`src/dma_config.svh`:
```
`ifndef DMA_CONFIG_SVH
`define DMA_CONFIG_SVH

// memory side
`define DMA_ADDR_W      28
`define DMA_DATA_W      32

// word count field and the expanded item counter
`define DMA_COUNT_W     14
`define DMA_ITEMS_W     15
`define DMA_COUNT_MAX   16384           // what a written count of 0 means

// register port, word offsets
`define DMA_REG_ADR_W   2
`define DMA_REG_SAD     2'd0
`define DMA_REG_DAD     2'd1
`define DMA_REG_CNT     2'd2

// cartridge rom window
`define DMA_ROM_LO      28'h8000000
`define DMA_ROM_HI      28'hE000000     // exclusive

`endif

```
`src/dma_pkg.sv`:
```
package dma_pkg;

    // address step control, same encoding as the cnt register
    typedef enum logic [1:0] {
        addr_incr        = 2'd0,
        addr_decr        = 2'd1,
        addr_fixed       = 2'd2,
        addr_incr_reload = 2'd3
    } addr_ctl_t;

    typedef enum logic [1:0] {
        start_immediate = 2'd0,
        start_vblank    = 2'd1,
        start_hblank    = 2'd2,
        start_never     = 2'd3      // no trigger source on this channel
    } start_t;

    typedef enum logic {
        width_half = 1'b0,
        width_word = 1'b1
    } xfer_width_t;

    // control fields as latched on enable rising
    typedef struct packed {
        addr_ctl_t   dest_ctl;
        addr_ctl_t   src_ctl;
        logic        repeat_on;
        xfer_width_t width;
        start_t      start;
        logic        irq_on;
    } dma_ctrl_t;

    typedef enum logic [1:0] {
        st_idle,
        st_waiting,
        st_reading,
        st_writing
    } engine_state_t;

endpackage

```
`src/dma_cfg_if.sv`:
```
`timescale 1ns/1ns
`include "dma_config.svh"

interface dma_cfg_if import dma_pkg::*; ();

    dma_ctrl_t                 ctrl;           // latched on enable rising
    logic [`DMA_ADDR_W-1:0]    sad;
    logic [`DMA_ADDR_W-1:0]    dad;            // live value, also used for reload
    logic [`DMA_ITEMS_W-1:0]   count_load;     // 0 already expanded to max
    logic                      arm;
    logic                      abort;
    logic                      done_disable;   // end of transfer without repeat

    modport regs (
        output ctrl,
        output sad,
        output dad,
        output count_load,
        output arm,
        output abort,
        input  done_disable
    );

    modport engine (
        input  ctrl,
        input  sad,
        input  dad,
        input  count_load,
        input  arm,
        input  abort,
        output done_disable
    );

endinterface

```
`src/dma_addr_unit.sv`:
```
`timescale 1ns/1ns
`include "dma_config.svh"

module dma_addr_unit import dma_pkg::*; (
    input  logic                    clk100,
    input  logic                    reset,
    input  logic                    load,
    input  logic [`DMA_ADDR_W-1:0]  load_addr,
    input  logic                    step,
    input  addr_ctl_t               ctl,
    input  xfer_width_t             width,
    input  logic                    force_incr,     // rom window on the source side
    input  logic                    reload,
    output logic [`DMA_ADDR_W-1:0]  addr
);

    logic [`DMA_ADDR_W-1:0] aligned;
    logic [`DMA_ADDR_W-1:0] stride;

    // halfword keeps bit 1, it picks the lane
    always_comb begin
        aligned    = load_addr;
        aligned[0] = 1'b0;
        if (width == width_word)
            aligned[1] = 1'b0;
    end

    assign stride = (width == width_word) ? `DMA_ADDR_W'(4) : `DMA_ADDR_W'(2);

    always_ff @(posedge clk100) begin
        if (reset) begin
            addr <= '0;
        end else if (load || (reload && ctl == addr_incr_reload)) begin
            addr <= aligned;
        end else if (step) begin
            if (force_incr || ctl == addr_incr || ctl == addr_incr_reload)
                addr <= addr + stride;
            else if (ctl == addr_decr)
                addr <= addr - stride;
        end
    end

endmodule

```
`src/dma_channel.sv`:
```
`timescale 1ns/1ns
`include "dma_config.svh"

module dma_channel (
    input  logic                        clk100,
    input  logic                        reset,
    // register port
    input  logic                        reg_ena,
    input  logic                        reg_rnw,
    input  logic [`DMA_REG_ADR_W-1:0]   reg_adr,
    input  logic [3:0]                  reg_be,
    input  logic [31:0]                 reg_din,
    output logic [31:0]                 reg_dout,
    output logic                        reg_dout_valid,
    // start triggers
    input  logic                        vblank_trigger,
    input  logic                        hblank_trigger,
    // memory port
    output logic                        mem_ena,
    output logic                        mem_rnw,
    output logic [`DMA_ADDR_W-1:0]      mem_adr,
    output logic                        mem_wide,
    output logic [`DMA_DATA_W-1:0]      mem_dout,
    input  logic [`DMA_DATA_W-1:0]      mem_din,
    input  logic                        mem_done,
    output logic                        irq,
    output logic                        busy
);

    dma_cfg_if cfg_i ();

    dma_regs regs_i (
        .clk100         (clk100),
        .reset          (reset),
        .reg_ena        (reg_ena),
        .reg_rnw        (reg_rnw),
        .reg_adr        (reg_adr),
        .reg_be         (reg_be),
        .reg_din        (reg_din),
        .reg_dout       (reg_dout),
        .reg_dout_valid (reg_dout_valid),
        .cfg            (cfg_i.regs)
    );

    dma_engine engine_i (
        .clk100         (clk100),
        .reset          (reset),
        .cfg            (cfg_i.engine),
        .vblank_trigger (vblank_trigger),
        .hblank_trigger (hblank_trigger),
        .mem_ena        (mem_ena),
        .mem_rnw        (mem_rnw),
        .mem_adr        (mem_adr),
        .mem_wide       (mem_wide),
        .mem_dout       (mem_dout),
        .mem_din        (mem_din),
        .mem_done       (mem_done),
        .irq            (irq),
        .busy           (busy)
    );

endmodule

```
`src/dma_engine.sv`:
```
`timescale 1ns/1ns
`include "dma_config.svh"

module dma_engine import dma_pkg::*; (
    input  logic                    clk100,
    input  logic                    reset,
    dma_cfg_if.engine               cfg,
    input  logic                    vblank_trigger,
    input  logic                    hblank_trigger,
    output logic                    mem_ena,
    output logic                    mem_rnw,
    output logic [`DMA_ADDR_W-1:0]  mem_adr,
    output logic                    mem_wide,
    output logic [`DMA_DATA_W-1:0]  mem_dout,
    input  logic [`DMA_DATA_W-1:0]  mem_din,
    input  logic                    mem_done,
    output logic                    irq,
    output logic                    busy
);

    localparam int HALF = `DMA_DATA_W / 2;

    engine_state_t            state_q;
    logic [`DMA_ITEMS_W-1:0]  items_q;      // items still to move, incl. current
    logic                     req_q;
    logic                     abort_q;      // abort waiting for the bus to finish
    logic                     end_q;
    logic                     done_disable_q;
    logic [`DMA_DATA_W-1:0]   wdata_q;

    logic [`DMA_ADDR_W-1:0]   src_addr;
    logic [`DMA_ADDR_W-1:0]   dst_addr;
    logic                     arm_ok;
    logic                     start_hit;
    logic                     src_in_rom;
    logic                     read_done;
    logic                     write_done;
    logic                     last_item;
    logic                     abort_pend;
    logic                     rearm;
    logic                     fin;

    assign arm_ok     = cfg.arm && state_q == st_idle;
    assign start_hit  = cfg.ctrl.start == start_immediate ||
                        (cfg.ctrl.start == start_vblank && vblank_trigger) ||
                        (cfg.ctrl.start == start_hblank && hblank_trigger);
    assign src_in_rom = src_addr >= `DMA_ROM_LO && src_addr < `DMA_ROM_HI;
    assign read_done  = state_q == st_reading && req_q && mem_done;
    assign write_done = state_q == st_writing && req_q && mem_done;
    assign last_item  = items_q == `DMA_ITEMS_W'(1);
    assign abort_pend = cfg.abort || abort_q;
    assign rearm      = cfg.ctrl.repeat_on && cfg.ctrl.start != start_immediate;
    assign fin        = write_done && last_item && !abort_pend;

    dma_addr_unit src_addr_i (
        .clk100     (clk100),
        .reset      (reset),
        .load       (arm_ok),
        .load_addr  (cfg.sad),
        .step       (read_done),
        .ctl        (cfg.ctrl.src_ctl),
        .width      (cfg.ctrl.width),
        .force_incr (src_in_rom),
        .reload     (1'b0),             // source is never reloaded on repeat
        .addr       (src_addr)
    );

    dma_addr_unit dst_addr_i (
        .clk100     (clk100),
        .reset      (reset),
        .load       (arm_ok),
        .load_addr  (cfg.dad),
        .step       (write_done),
        .ctl        (cfg.ctrl.dest_ctl),
        .width      (cfg.ctrl.width),
        .force_incr (1'b0),
        .reload     (fin && rearm),
        .addr       (dst_addr)
    );

    always_ff @(posedge clk100) begin
        if (reset) begin
            state_q        <= st_idle;
            items_q        <= '0;
            req_q          <= 1'b0;
            abort_q        <= 1'b0;
            irq            <= 1'b0;
            end_q          <= 1'b0;
            done_disable_q <= 1'b0;
        end else begin
            irq            <= fin && cfg.ctrl.irq_on;
            end_q          <= fin;
            done_disable_q <= fin && !rearm;
            case (state_q)
                st_idle: begin
                    if (arm_ok) begin
                        state_q <= st_waiting;
                        items_q <= cfg.count_load;
                    end
                end
                st_waiting: begin
                    if (cfg.abort)
                        state_q <= st_idle;
                    else if (start_hit)
                        state_q <= st_reading;
                end
                default: begin      // reading or writing
                    if (req_q) begin
                        if (mem_done) begin
                            req_q <= 1'b0;
                            if (abort_pend) begin
                                state_q <= st_idle;
                                abort_q <= 1'b0;
                            end else if (state_q == st_reading) begin
                                state_q <= st_writing;
                            end else if (!last_item) begin
                                state_q <= st_reading;
                                items_q <= items_q - 1'b1;
                            end else if (rearm) begin
                                state_q <= st_waiting;  // wait for the next trigger
                                items_q <= cfg.count_load;
                            end else begin
                                state_q <= st_idle;
                            end
                        end else if (cfg.abort) begin
                            abort_q <= 1'b1;
                        end
                    end else if (abort_pend) begin
                        state_q <= st_idle;
                        abort_q <= 1'b0;
                    end else begin
                        req_q <= 1'b1;  // bus idle for one cycle between requests
                    end
                end
            endcase
        end
    end

    // read data lane select, halfwords go out on both halves
    always_ff @(posedge clk100) begin
        if (read_done) begin
            if (cfg.ctrl.width == width_word)
                wdata_q <= mem_din;
            else if (src_addr[1])
                wdata_q <= {2{mem_din[`DMA_DATA_W-1:HALF]}};
            else
                wdata_q <= {2{mem_din[HALF-1:0]}};
        end
    end

    assign mem_ena          = req_q;
    assign mem_rnw          = state_q != st_writing;
    assign mem_adr          = (state_q == st_writing) ? dst_addr : src_addr;
    assign mem_wide         = cfg.ctrl.width == width_word;
    assign mem_dout         = wdata_q;
    assign busy             = state_q != st_idle || end_q;
    assign cfg.done_disable = done_disable_q;

endmodule

```
`src/dma_regs.sv`:
```
`timescale 1ns/1ns
`include "dma_config.svh"

module dma_regs import dma_pkg::*; (
    input  logic                        clk100,
    input  logic                        reset,
    input  logic                        reg_ena,
    input  logic                        reg_rnw,
    input  logic [`DMA_REG_ADR_W-1:0]   reg_adr,
    input  logic [3:0]                  reg_be,
    input  logic [31:0]                 reg_din,
    output logic [31:0]                 reg_dout,
    output logic                        reg_dout_valid,
    dma_cfg_if.regs                     cfg
);

    logic [`DMA_ADDR_W-1:0]   sad_q;
    logic [`DMA_ADDR_W-1:0]   dad_q;
    logic [`DMA_COUNT_W-1:0]  count_q;
    dma_ctrl_t                ctrl_q;       // as written
    logic                     enable_q;
    dma_ctrl_t                ctrl_lat_q;   // as seen by the engine
    logic [`DMA_ITEMS_W-1:0]  count_lat_q;
    logic                     arm_q;
    logic                     abort_q;

    logic                     wr_cnt;
    logic [31:0]              sad_new;
    logic [31:0]              dad_new;
    logic [31:0]              cnt_word;
    logic [31:0]              cnt_new;
    dma_ctrl_t                ctrl_new;
    logic [`DMA_ITEMS_W-1:0]  count_exp;

    function automatic logic [31:0] merge_be(input logic [31:0] old_val,
                                             input logic [31:0] new_val,
                                             input logic [3:0]  be);
        logic [31:0] res;
        for (int i = 0; i < 4; i++) begin
            res[i*8 +: 8] = be[i] ? new_val[i*8 +: 8] : old_val[i*8 +: 8];
        end
        return res;
    endfunction

    assign wr_cnt = reg_ena && !reg_rnw && reg_adr == `DMA_REG_CNT;

    // cnt layout: en, irq, start, drq, width, repeat, src, dest, count in low half
    assign cnt_word = {enable_q, ctrl_q.irq_on, ctrl_q.start, 1'b0, ctrl_q.width,
                       ctrl_q.repeat_on, ctrl_q.src_ctl, ctrl_q.dest_ctl, 7'b0, count_q};

    always_comb begin
        sad_new            = merge_be({{(32-`DMA_ADDR_W){1'b0}}, sad_q}, reg_din, reg_be);
        dad_new            = merge_be({{(32-`DMA_ADDR_W){1'b0}}, dad_q}, reg_din, reg_be);
        cnt_new            = merge_be(cnt_word, reg_din, reg_be);
        ctrl_new.dest_ctl  = addr_ctl_t'(cnt_new[22:21]);
        ctrl_new.src_ctl   = addr_ctl_t'(cnt_new[24:23]);
        ctrl_new.repeat_on = cnt_new[25];
        ctrl_new.width     = xfer_width_t'(cnt_new[26]);
        ctrl_new.start     = start_t'(cnt_new[29:28]);
        ctrl_new.irq_on    = cnt_new[30];
    end

    // count of 0 means the full 16384 items
    assign count_exp = (cnt_new[`DMA_COUNT_W-1:0] == '0) ? `DMA_ITEMS_W'(`DMA_COUNT_MAX)
                                                        : {1'b0, cnt_new[`DMA_COUNT_W-1:0]};

    always_ff @(posedge clk100) begin
        if (reg_ena && !reg_rnw && reg_adr == `DMA_REG_SAD)
            sad_q <= sad_new[`DMA_ADDR_W-1:0];
        if (reg_ena && !reg_rnw && reg_adr == `DMA_REG_DAD)
            dad_q <= dad_new[`DMA_ADDR_W-1:0];
    end

    always_ff @(posedge clk100) begin
        if (reset) begin
            count_q     <= '0;
            ctrl_q      <= '0;
            enable_q    <= 1'b0;
            ctrl_lat_q  <= '0;
            count_lat_q <= '0;
            arm_q       <= 1'b0;
            abort_q     <= 1'b0;
        end else begin
            arm_q   <= 1'b0;
            abort_q <= 1'b0;
            if (cfg.done_disable)
                enable_q <= 1'b0;
            if (wr_cnt) begin
                count_q <= cnt_new[`DMA_COUNT_W-1:0];
                ctrl_q  <= ctrl_new;
                if (reg_be[3]) begin    // enable lives in the top byte
                    enable_q <= cnt_new[31];
                    abort_q  <= !cnt_new[31];
                    if (!enable_q && cnt_new[31]) begin
                        arm_q       <= 1'b1;
                        ctrl_lat_q  <= ctrl_new;
                        count_lat_q <= count_exp;
                    end
                end
            end
        end
    end

    always_ff @(posedge clk100) begin
        if (reset)
            reg_dout_valid <= 1'b0;
        else
            reg_dout_valid <= reg_ena && reg_rnw;
    end

    always_ff @(posedge clk100) begin
        if (reg_ena && reg_rnw) begin
            case (reg_adr)
                `DMA_REG_CNT: reg_dout <= {cnt_word[31:16], 16'h0};  // count half reads 0
                default:      reg_dout <= '0;                        // sad/dad write-only
            endcase
        end
    end

    assign cfg.ctrl       = ctrl_lat_q;
    assign cfg.sad        = sad_q;
    assign cfg.dad        = dad_q;
    assign cfg.count_load = count_lat_q;
    assign cfg.arm        = arm_q;
    assign cfg.abort      = abort_q;

endmodule

```
`config.mk`:
```
export PLATFORM = sky130hd
export DESIGN_NAME = dma_channel
export DESIGN_NICKNAME = d
export VERILOG_FILES = /design/src/dma_pkg.sv /design/src/dma_cfg_if.sv /design/src/dma_addr_unit.sv /design/src/dma_channel.sv /design/src/dma_engine.sv /design/src/dma_regs.sv
export VERILOG_INCLUDE_DIRS = /design/src
export SDC_FILE = /design/constraint.sdc
export NUM_CORES = 1
export LEC_CHECK = 0
export BUFFER_PORTS_ARGS = -buffer_cell sky130_fd_sc_hd__buf_2
export CORE_MARGIN = 2
export CORE_UTILIZATION = 63
export DETAILED_ROUTE_END_ITERATION = 16
export GPL_ROUTABILITY_DRIVEN = 0
export PLACE_DENSITY = 0.91
export SLEW_MARGIN = 15
export SYNTH_ARGS = -nofsm -noshare
export SYNTH_HDL_FRONTEND = slang
export SYNTH_SLANG_ARGS = --single-unit
```
`constraint.sdc`:
```
create_clock -name clk100 -period 8.6 [get_ports clk100]
set_input_delay 0.43 -clock clk100 [delete_from_list [all_inputs] [get_ports clk100]]
set_output_delay 0.43 -clock clk100 [all_outputs]
set_load 0.02 [all_outputs]
```
==> results.md, run 1 <==
* Clock Latency Late Sink at around 0.52 ns
* Sink Count at 223
* Synthesized instance count at around 1300
* I/O pin cnt at roughly 180
* Status: finished, final reports clean
* Max Buffers Root-to-Sink at 3
* Count of flip-flops with a built-in enable after synthesis at 96
* Register area share after synthesis at 44.4%
* CTS clock-pin slew for the worst setup and hold paths at approximately 0.060 ns
* Critical path required time at about 9 ns
* Nets@finish at 1526
* Avg Cell Area, Syn at around 9.3 µm²
* Crit Path Max Fanout at 23
* Leading area contributor after synthesis: edfxtp_1
* Share of the synthesized area in the top cell type at around a quarter
* Worst vdd ir at around 0.18 mV
* Ys Warns at 0
* Top-count cell post-synth: nor2_1
* CP endpoint kind: flip-flop
* # DRC at 0
* Num rows at 50
* Global-route wire length before repair at roughly 50000 µm
* Power per cell area at around 180 nW/µm²
* CP Data Arrival Time at ~4.5 ns
* Maxcap violations at 0
* Initial antenna violation count at 1
* Post-Route WL at between 30000 and 40000 µm
* I/O Buffers at about 150
* Fin Hold WS at 0.101 ns
* Worst setup margin at 4.51 ns
* Fill count at 1388
* Via count at 10500
* Startpoint class of the critical path: flip-flop
* Die width at approximately 140 µm
* DR vias/cell at approximately 6.2
* Area growth, synth to finish at 12.3%
* Setup Fix Bufs, Post-CTS at 0
* Initial Utilization at between 60 and 70%
* RSZ-0062 raised after global routing: false
* Top post-synthesis cells by count: nor2_1, dfxtp_1, nand2_1
* Netlist cell types at just over 80
* DPL Wire Length at about 22000 µm
* Finished Layout Cells at 1689
* Post-Syn Area at between 10000 and 15000 µm²
* Core ar. at approximately 19000 µm²
* Leak pwr at a little over 5 nW
* Fin. Hold Viols at 0
* Antenna Nets Post-Route at 0
* Pins Over Slew Limit at 0
* TNS Setup at 0 ns
* Grt total ovfl at 0
* CTS Root Cell: clkbuf_16
* Finish-stage setup viols at 0
* DP Cell Count at between 1500 and 2000
* Async set-reset flop share out of synthesis at 0%
* Period minus WS final at between 4 and 5 ns
* Final Util at between 70% and 80%
* Total GRT Usage at a little over 30%
* Slew headroom at between 10% and 20%
* Hold buffer count at cts at 0
* Vias in the first global route at 9842
* Place WS at around 4.6 ns
* Critical path type: flip-flop to flip-flop
* TritonCTS Buffers at 23
* Die Span Y at 143 µm
* H-tree depth at 1
* DRT iter0 DRCs at ~1200
* Area contributors post-synth: edfxtp_1, dfxtp_1, mux2_2
* Cells resized by post-CTS repair at 0
* Die Area at between 20000 and 25000 µm²
* CTS tree: built
* Hold Crit Class: input port to flip-flop
* Clk_skew at 0.0220 ns
* Fmax achieved at between 0.2 and 0.25 GHz
* Top FF cell, synth: dfxtp_1
* Routed len/inst at roughly 19 µm
* Final Cycle Share at a little under half
* Synth Register Bits at between 200 and 250
* Pre-Repair DR Iteration Count at 6
* Largest net degree at the start of global routing at 80
* Worst Max-Slew Pin Slew at 1.20 ns
* Layout cell share with drive strength beyond 1 at just under 20%
==> where the power goes <==
group | internal [mW] | leakage, nW | switching (mW)
clock network | 0.577 | 0.369 | 0.404
logic | 0.129 | 2.92 | 0.238
registers | 1.13 | 1.90 | 0.0254
total | 1.84 | 5.19 | 0.668
==> worst max-delay path: stages, from the launching register on <==
cell and delay (ns):
dfxtp_1 0.41, a21boi_2 0.27, or2_1 0.65, nand2_1 0.22, ha_1 0.34, a21oi_1 0.34
nand3_1 0.17, a21oi_1 0.35, nor2_2 0.13, nor4b_2 0.26, o21ai_1 0.10, or4_4 0.51
a311oi_2 0.24
==> cell families after synthesis <==
group / Yosys count / synth area share [%]
other cells: 1 / 0.0307
simple gates: 478 / 19.6
fa+ha+maj: 39 / 4.12
compound gates: 315 / 17.0
xor+xnor: 33 / 2.37
mux: 83 / 7.36
flops: 223 / 44.4
buf+inv: 135 / 5.12
==> flip-flops by register name, summed over array words and instances (netlist names) <==
| signal | flops |
|---|---|
| engine_i.irq | 1 |
| engine_i.mem_ena | 1 |
| regs_i.cfg.sad | 27 |
| engine_i.end_q | 1 |
| engine_i.src_addr_i.addr | 27 |
| regs_i.cfg.ctrl | 9 |
| engine_i.items_q | 15 |
| regs_i.cfg.abort | 1 |
| regs_i.cfg.dad | 27 |
| engine_i.cfg.done_disable | 1 |
| regs_i.cfg.arm | 1 |
| regs_i.enable_q | 1 |
| regs_i.reg_dout | 10 |
| engine_i.state_q | 2 |
| regs_i.cfg.count_load | 15 |
| engine_i.abort_q | 1 |
| regs_i.count_q | 14 |
| engine_i.mem_dout | 32 |
| regs_i.reg_dout_valid | 1 |
| regs_i.cnt_word | 9 |
| engine_i.dst_addr_i.addr | 27 |
==> cell type report <==
class	count	area [µm²]	share of cell area (%)
antenna	2	5.00	0.0365
clock buffer	35	682	4.97
clock inverter	7	63.8	0.465
inverter	27	101	0.739
multi-input combinational	971	6260	45.6
sequential	223	5430	39.6
tap	260	325	2.37
timing repair buffer	164	856	6.24
==> layer usage <==
| layer | vias to the layer above | GRT usage, % | part of all wire (%) |
|---|---|---|---|
| met5 | - | 0 | 0 |
| met4 | 0 | 12.2 | 3.7 |
| met3 | 99 | 4.39 | 8.3 |
| met2 | 561 | 49.9 | 47 |
| met1 | 4886 | 39.9 | 41 |
| li1 | 4982 | - | - |
==> cell usage in the layout, fill, tap and decap left out, drive strengths merged, types with 4 or more instances in the layout <==
| cell | instances |
|---|---|
| a311oi | 25 |
| nand3 | 44 |
| xor2 | 13 |
| mux2i | 28 |
| nor3 | 44 |
| and2 | 28 |
| clkbuf | 35 |
| edfxtp | 96 |
| mux2 | 55 |
| or4 | 11 |
| a211oi | 60 |
| o21a | 5 |
| nor2b | 10 |
| buf | 164 |
| o21ai | 55 |
| inv | 29 |
| o2111ai | 4 |
| nor3b | 7 |
| or3 | 12 |
| a21o | 10 |
| ha | 37 |
| and3 | 12 |
| nor4 | 16 |
| nand3b | 6 |
| a31oi | 5 |
| o21bai | 4 |
| nor2 | 136 |
| dfxtp | 127 |
| a21oi | 100 |
| nand4 | 9 |
| xnor2 | 20 |
| nand2b | 9 |
| and4 | 5 |
| o211ai | 13 |
| clkinv | 4 |
| conb | 23 |
| nand2 | 117 |
==> path summary, 6_finish.rpt <==
check,slack (ns),end,from,cells past startpoint
min,0.10,regs_i.cfg.dad[14],reg_din[14],1
max,4.51,engine_i.src_addr_i.addr[26],engine_i.src_addr_i.addr[26],12
min reg2reg,0.46,regs_i.count_q[2],regs_i.count_q[2],2
max reg2reg,4.51,engine_i.src_addr_i.addr[26],engine_i.src_addr_i.addr[26],12
==> metrics by stage <==
stage / power, mW / instance area (µm²)
after floorplan: 1.45 / 12300
after global placement: 1.53 / 13000
after detailed placement: 1.54 / 13000
after CTS: 2.51 / 13700
after global routing: 2.60 / 13700
final: 2.51 / 13700
Note: power is estimated with default switching activity, not from simulation.
==> inputs of run 2 (changes only) <==
--- a/config.mk
+++ b/config.mk
@@ -8,10 +8,10 @@
 export LEC_CHECK = 0
 export BUFFER_PORTS_ARGS = -buffer_cell sky130_fd_sc_hd__buf_2
 export CORE_MARGIN = 2
-export CORE_UTILIZATION = 63
+export CORE_UTILIZATION = 52
 export DETAILED_ROUTE_END_ITERATION = 16
 export GPL_ROUTABILITY_DRIVEN = 0
-export PLACE_DENSITY = 0.91
+export PLACE_DENSITY = 0.8
 export SLEW_MARGIN = 15
 export SYNTH_ARGS = -nofsm -noshare
 export SYNTH_HDL_FRONTEND = slang
==> constraint.sdc (replaced) <==
create_clock -name clk100 -period 3.5 [get_ports clk100]
set_input_delay 0.175 -clock clk100 [delete_from_list [all_inputs] [get_ports clk100]]
set_output_delay 0.175 -clock clk100 [all_outputs]
set_load 0.02 [all_outputs]
==> results.md, run 2 (synthesis results as in run 1) <==
* Status: finished, final reports clean
* Largest net degree at the start of global routing at 83
* Worst setup margin at 0.207 ns
* Area occupied by multi-input gates at about 6300 µm²
* CP Data Arrival Time at ~3.7 ns
* Pins Over Slew Limit at 0
* Fmax achieved at a little over 0.3 GHz
* Reg2reg setup slack at 0.21 ns
* Startpoint class of the critical path: flip-flop
* TNS Setup at 0 ns
* Die width at roughly 160 µm
* CP endpoint kind: flip-flop
* Reg area at 5430 µm²
* Max Buffers Root-to-Sink at 3
* I/O pin cnt at approximately 180
* Global-route wire length before repair at roughly 54000 µm
* Area growth, synth to finish at 20.7%
* Post-Route WL at between 30000 and 40000 µm
* Crit Reg-Reg Endpoint: engine_i.src_addr_i.addr[26]
* CTS tree: built
* CP Cell Sequence: xnor2_1 > or2_1 > nand2_1 > ha_1 > a21oi_2 > nand3_1 > a21oi_1 > nor2_2 > nor4b_2 > o21ai_1 > or4_4 > a311oi_2
* Sink Count at 223
* Commonest non-fill, non-tap cells in the layout: buf_2, nor2_1, dfxtp_1
* Die Span Y at 157 µm
* Total GRT Usage at 27.4%
* Finish-stage setup viols at 0
* DP Cell Count at 1715
* Clock Latency Late Sink at ~0.53 ns
* Antenna Nets Post-Route at 0
* # DRC at 0
* Vias in the first global route at 10200
* Clk_skew at roughly 0.009 ns
* Finished Layout Cells at about 1800
* Final Cycle Share at 94.1%
* Core ar. at ~23000 µm²
* CTS Root Cell: clkbuf_16
* Worst r2r src: regs_i.cfg.ctrl[5]
* Hold Path End: regs_i.cnt_word[24]
* TritonCTS Buffers at 24
* Fill count at roughly 1900
* Initial Utilization at 52.5%
* Fin Hold WS at between 0.07 and 0.08 ns
* Fin. Hold Viols at 0
* Nets@finish at between 1500 and 2000
* WHS Path Cells at 3
* Grt total ovfl at 0
* Worst hold start: reg_be[3]
* Die Area at approximately 25000 µm²
* Worst vdd ir at 0.353 mV
* Worst Max-Slew Pin Slew at 0.946 ns
* Final Util at 63.4%
* Slew headroom at 36.9%
* CP max stage cell: or4_4
* Initial antenna violation count at 0
* DRT iter0 DRCs at just under 1000
* Most common cell after layout, fill and taps aside: buf_2
* Layout cell share with drive strength beyond 1 at 20.0%
* Routed len/inst at between 15 and 20 µm
* Via count at around 11000
* Pre-Repair DR Iteration Count at 5
* Leak pwr at approximately 5.6 nW
* H-tree depth at 1
* Critical path type: flip-flop to flip-flop
* DR vias/cell at about 5.9
* Hold Crit Class: input port to flip-flop
* Period minus WS final at between 3 and 4 ns
* CTS clock-pin slew for the worst setup and hold paths at around 0.070 ns
* Power per cell area at 424 nW/µm²
* DPL Wire Length at 23700 µm
* Critical path required time at just under 4 ns
* Crit Path Max Fanout at 6
* Worst R2R Path Depth at 12
* Place WS at -0.112 ns
* Max FFs per register at 32
* Slowest Stage Delay on Critical Path at approximately 0.5 ns
* Num rows at 56
* I/O Buffers at approximately 150
* Maxcap violations at 0
[run 2: cell count changes in the layout (fill, tap and decap cells not counted), sizes merged]
cell,delta
diode,-1
clkinv,+7
dlygate4sd3,+82
buf,+13
clkbuf,-3
clkinvlp,+2
bufinv,-1
inv,-3
[run 2: how the worst max path moves through the flow]
stage,start,to,cells after the start
after floorplan,engine_i.src_addr_i.addr[26],engine_i.src_addr_i.addr[26],16
after global placement,regs_i.cfg.ctrl[8],engine_i.dst_addr_i.addr[27],12
after detailed placement,regs_i.cfg.ctrl[8],engine_i.dst_addr_i.addr[27],12
after CTS,regs_i.cfg.ctrl[8],engine_i.dst_addr_i.addr[27],14
after global routing,regs_i.cfg.ctrl[5],engine_i.src_addr_i.addr[26],12
final,regs_i.cfg.ctrl[5],engine_i.src_addr_i.addr[26],12
[run 2: final cells by class]
cell class	count	area share, %
inverter	27	0.713
antenna	1	0.0170
sequential	223	36.8
tap	319	2.71
multi-input combinational	971	42.7
clock inverter	12	0.577
timing repair buffer	259	12.0
clock buffer	32	4.41
[run 2: report_power, final]
group | switching, mW | leakage (nW) | internal, mW | total [mW]
logic | 0.623 | 3.31 | 0.405 | 1.03
registers | 0.0624 | 1.90 | 2.78 | 2.85
clock network | 1.06 | 0.363 | 1.32 | 2.38
[run 2: critical path: cells and delay by family (launching register included)]
family,cells,cell delay [ns]
xor gates and xnor gates,1,0.25
AOI/OAI and AO/OA,4,0.96
adders and majority gates,1,0.34
and+or+nand+nor,6,1.32
DFF,1,0.33
[run 2: repair_timing]
item / CTS / global route
hold buffers: 81 / 1
gates resized for setup: 1 / 10
setup buffers: 2 / 0
setup endpoints to repair: 3 / 14
hold endpoints to repair: 107 / 2
[run 2: stage by stage]
| stage | power (mW) | instance area [µm²] |
|---|---|---|
| 2_1_floorplan | 3.57 | 12300 |
| 3_3_place_gp | 3.79 | 13100 |
| 3_5_place_dp | 3.82 | 13100 |
| 4_1_cts | 6.24 | 14700 |
| 5_1_grt | 6.47 | 14700 |
| 6_report | 6.26 | 14700 |
[run 2: routing by layer]
| layer | wire (µm) | vias up | track usage [%] |
|---|---|---|---|
| met3 | 2460 | 100 | 4.98 |
| met4 | 1430 | 0 | 10.1 |
| met5 | 0 | - | 0 |
| li1 | - | 5177 | - |
| met2 | 17100 | 423 | 46.4 |
| met1 | 14100 | 5177 | 35.1 |
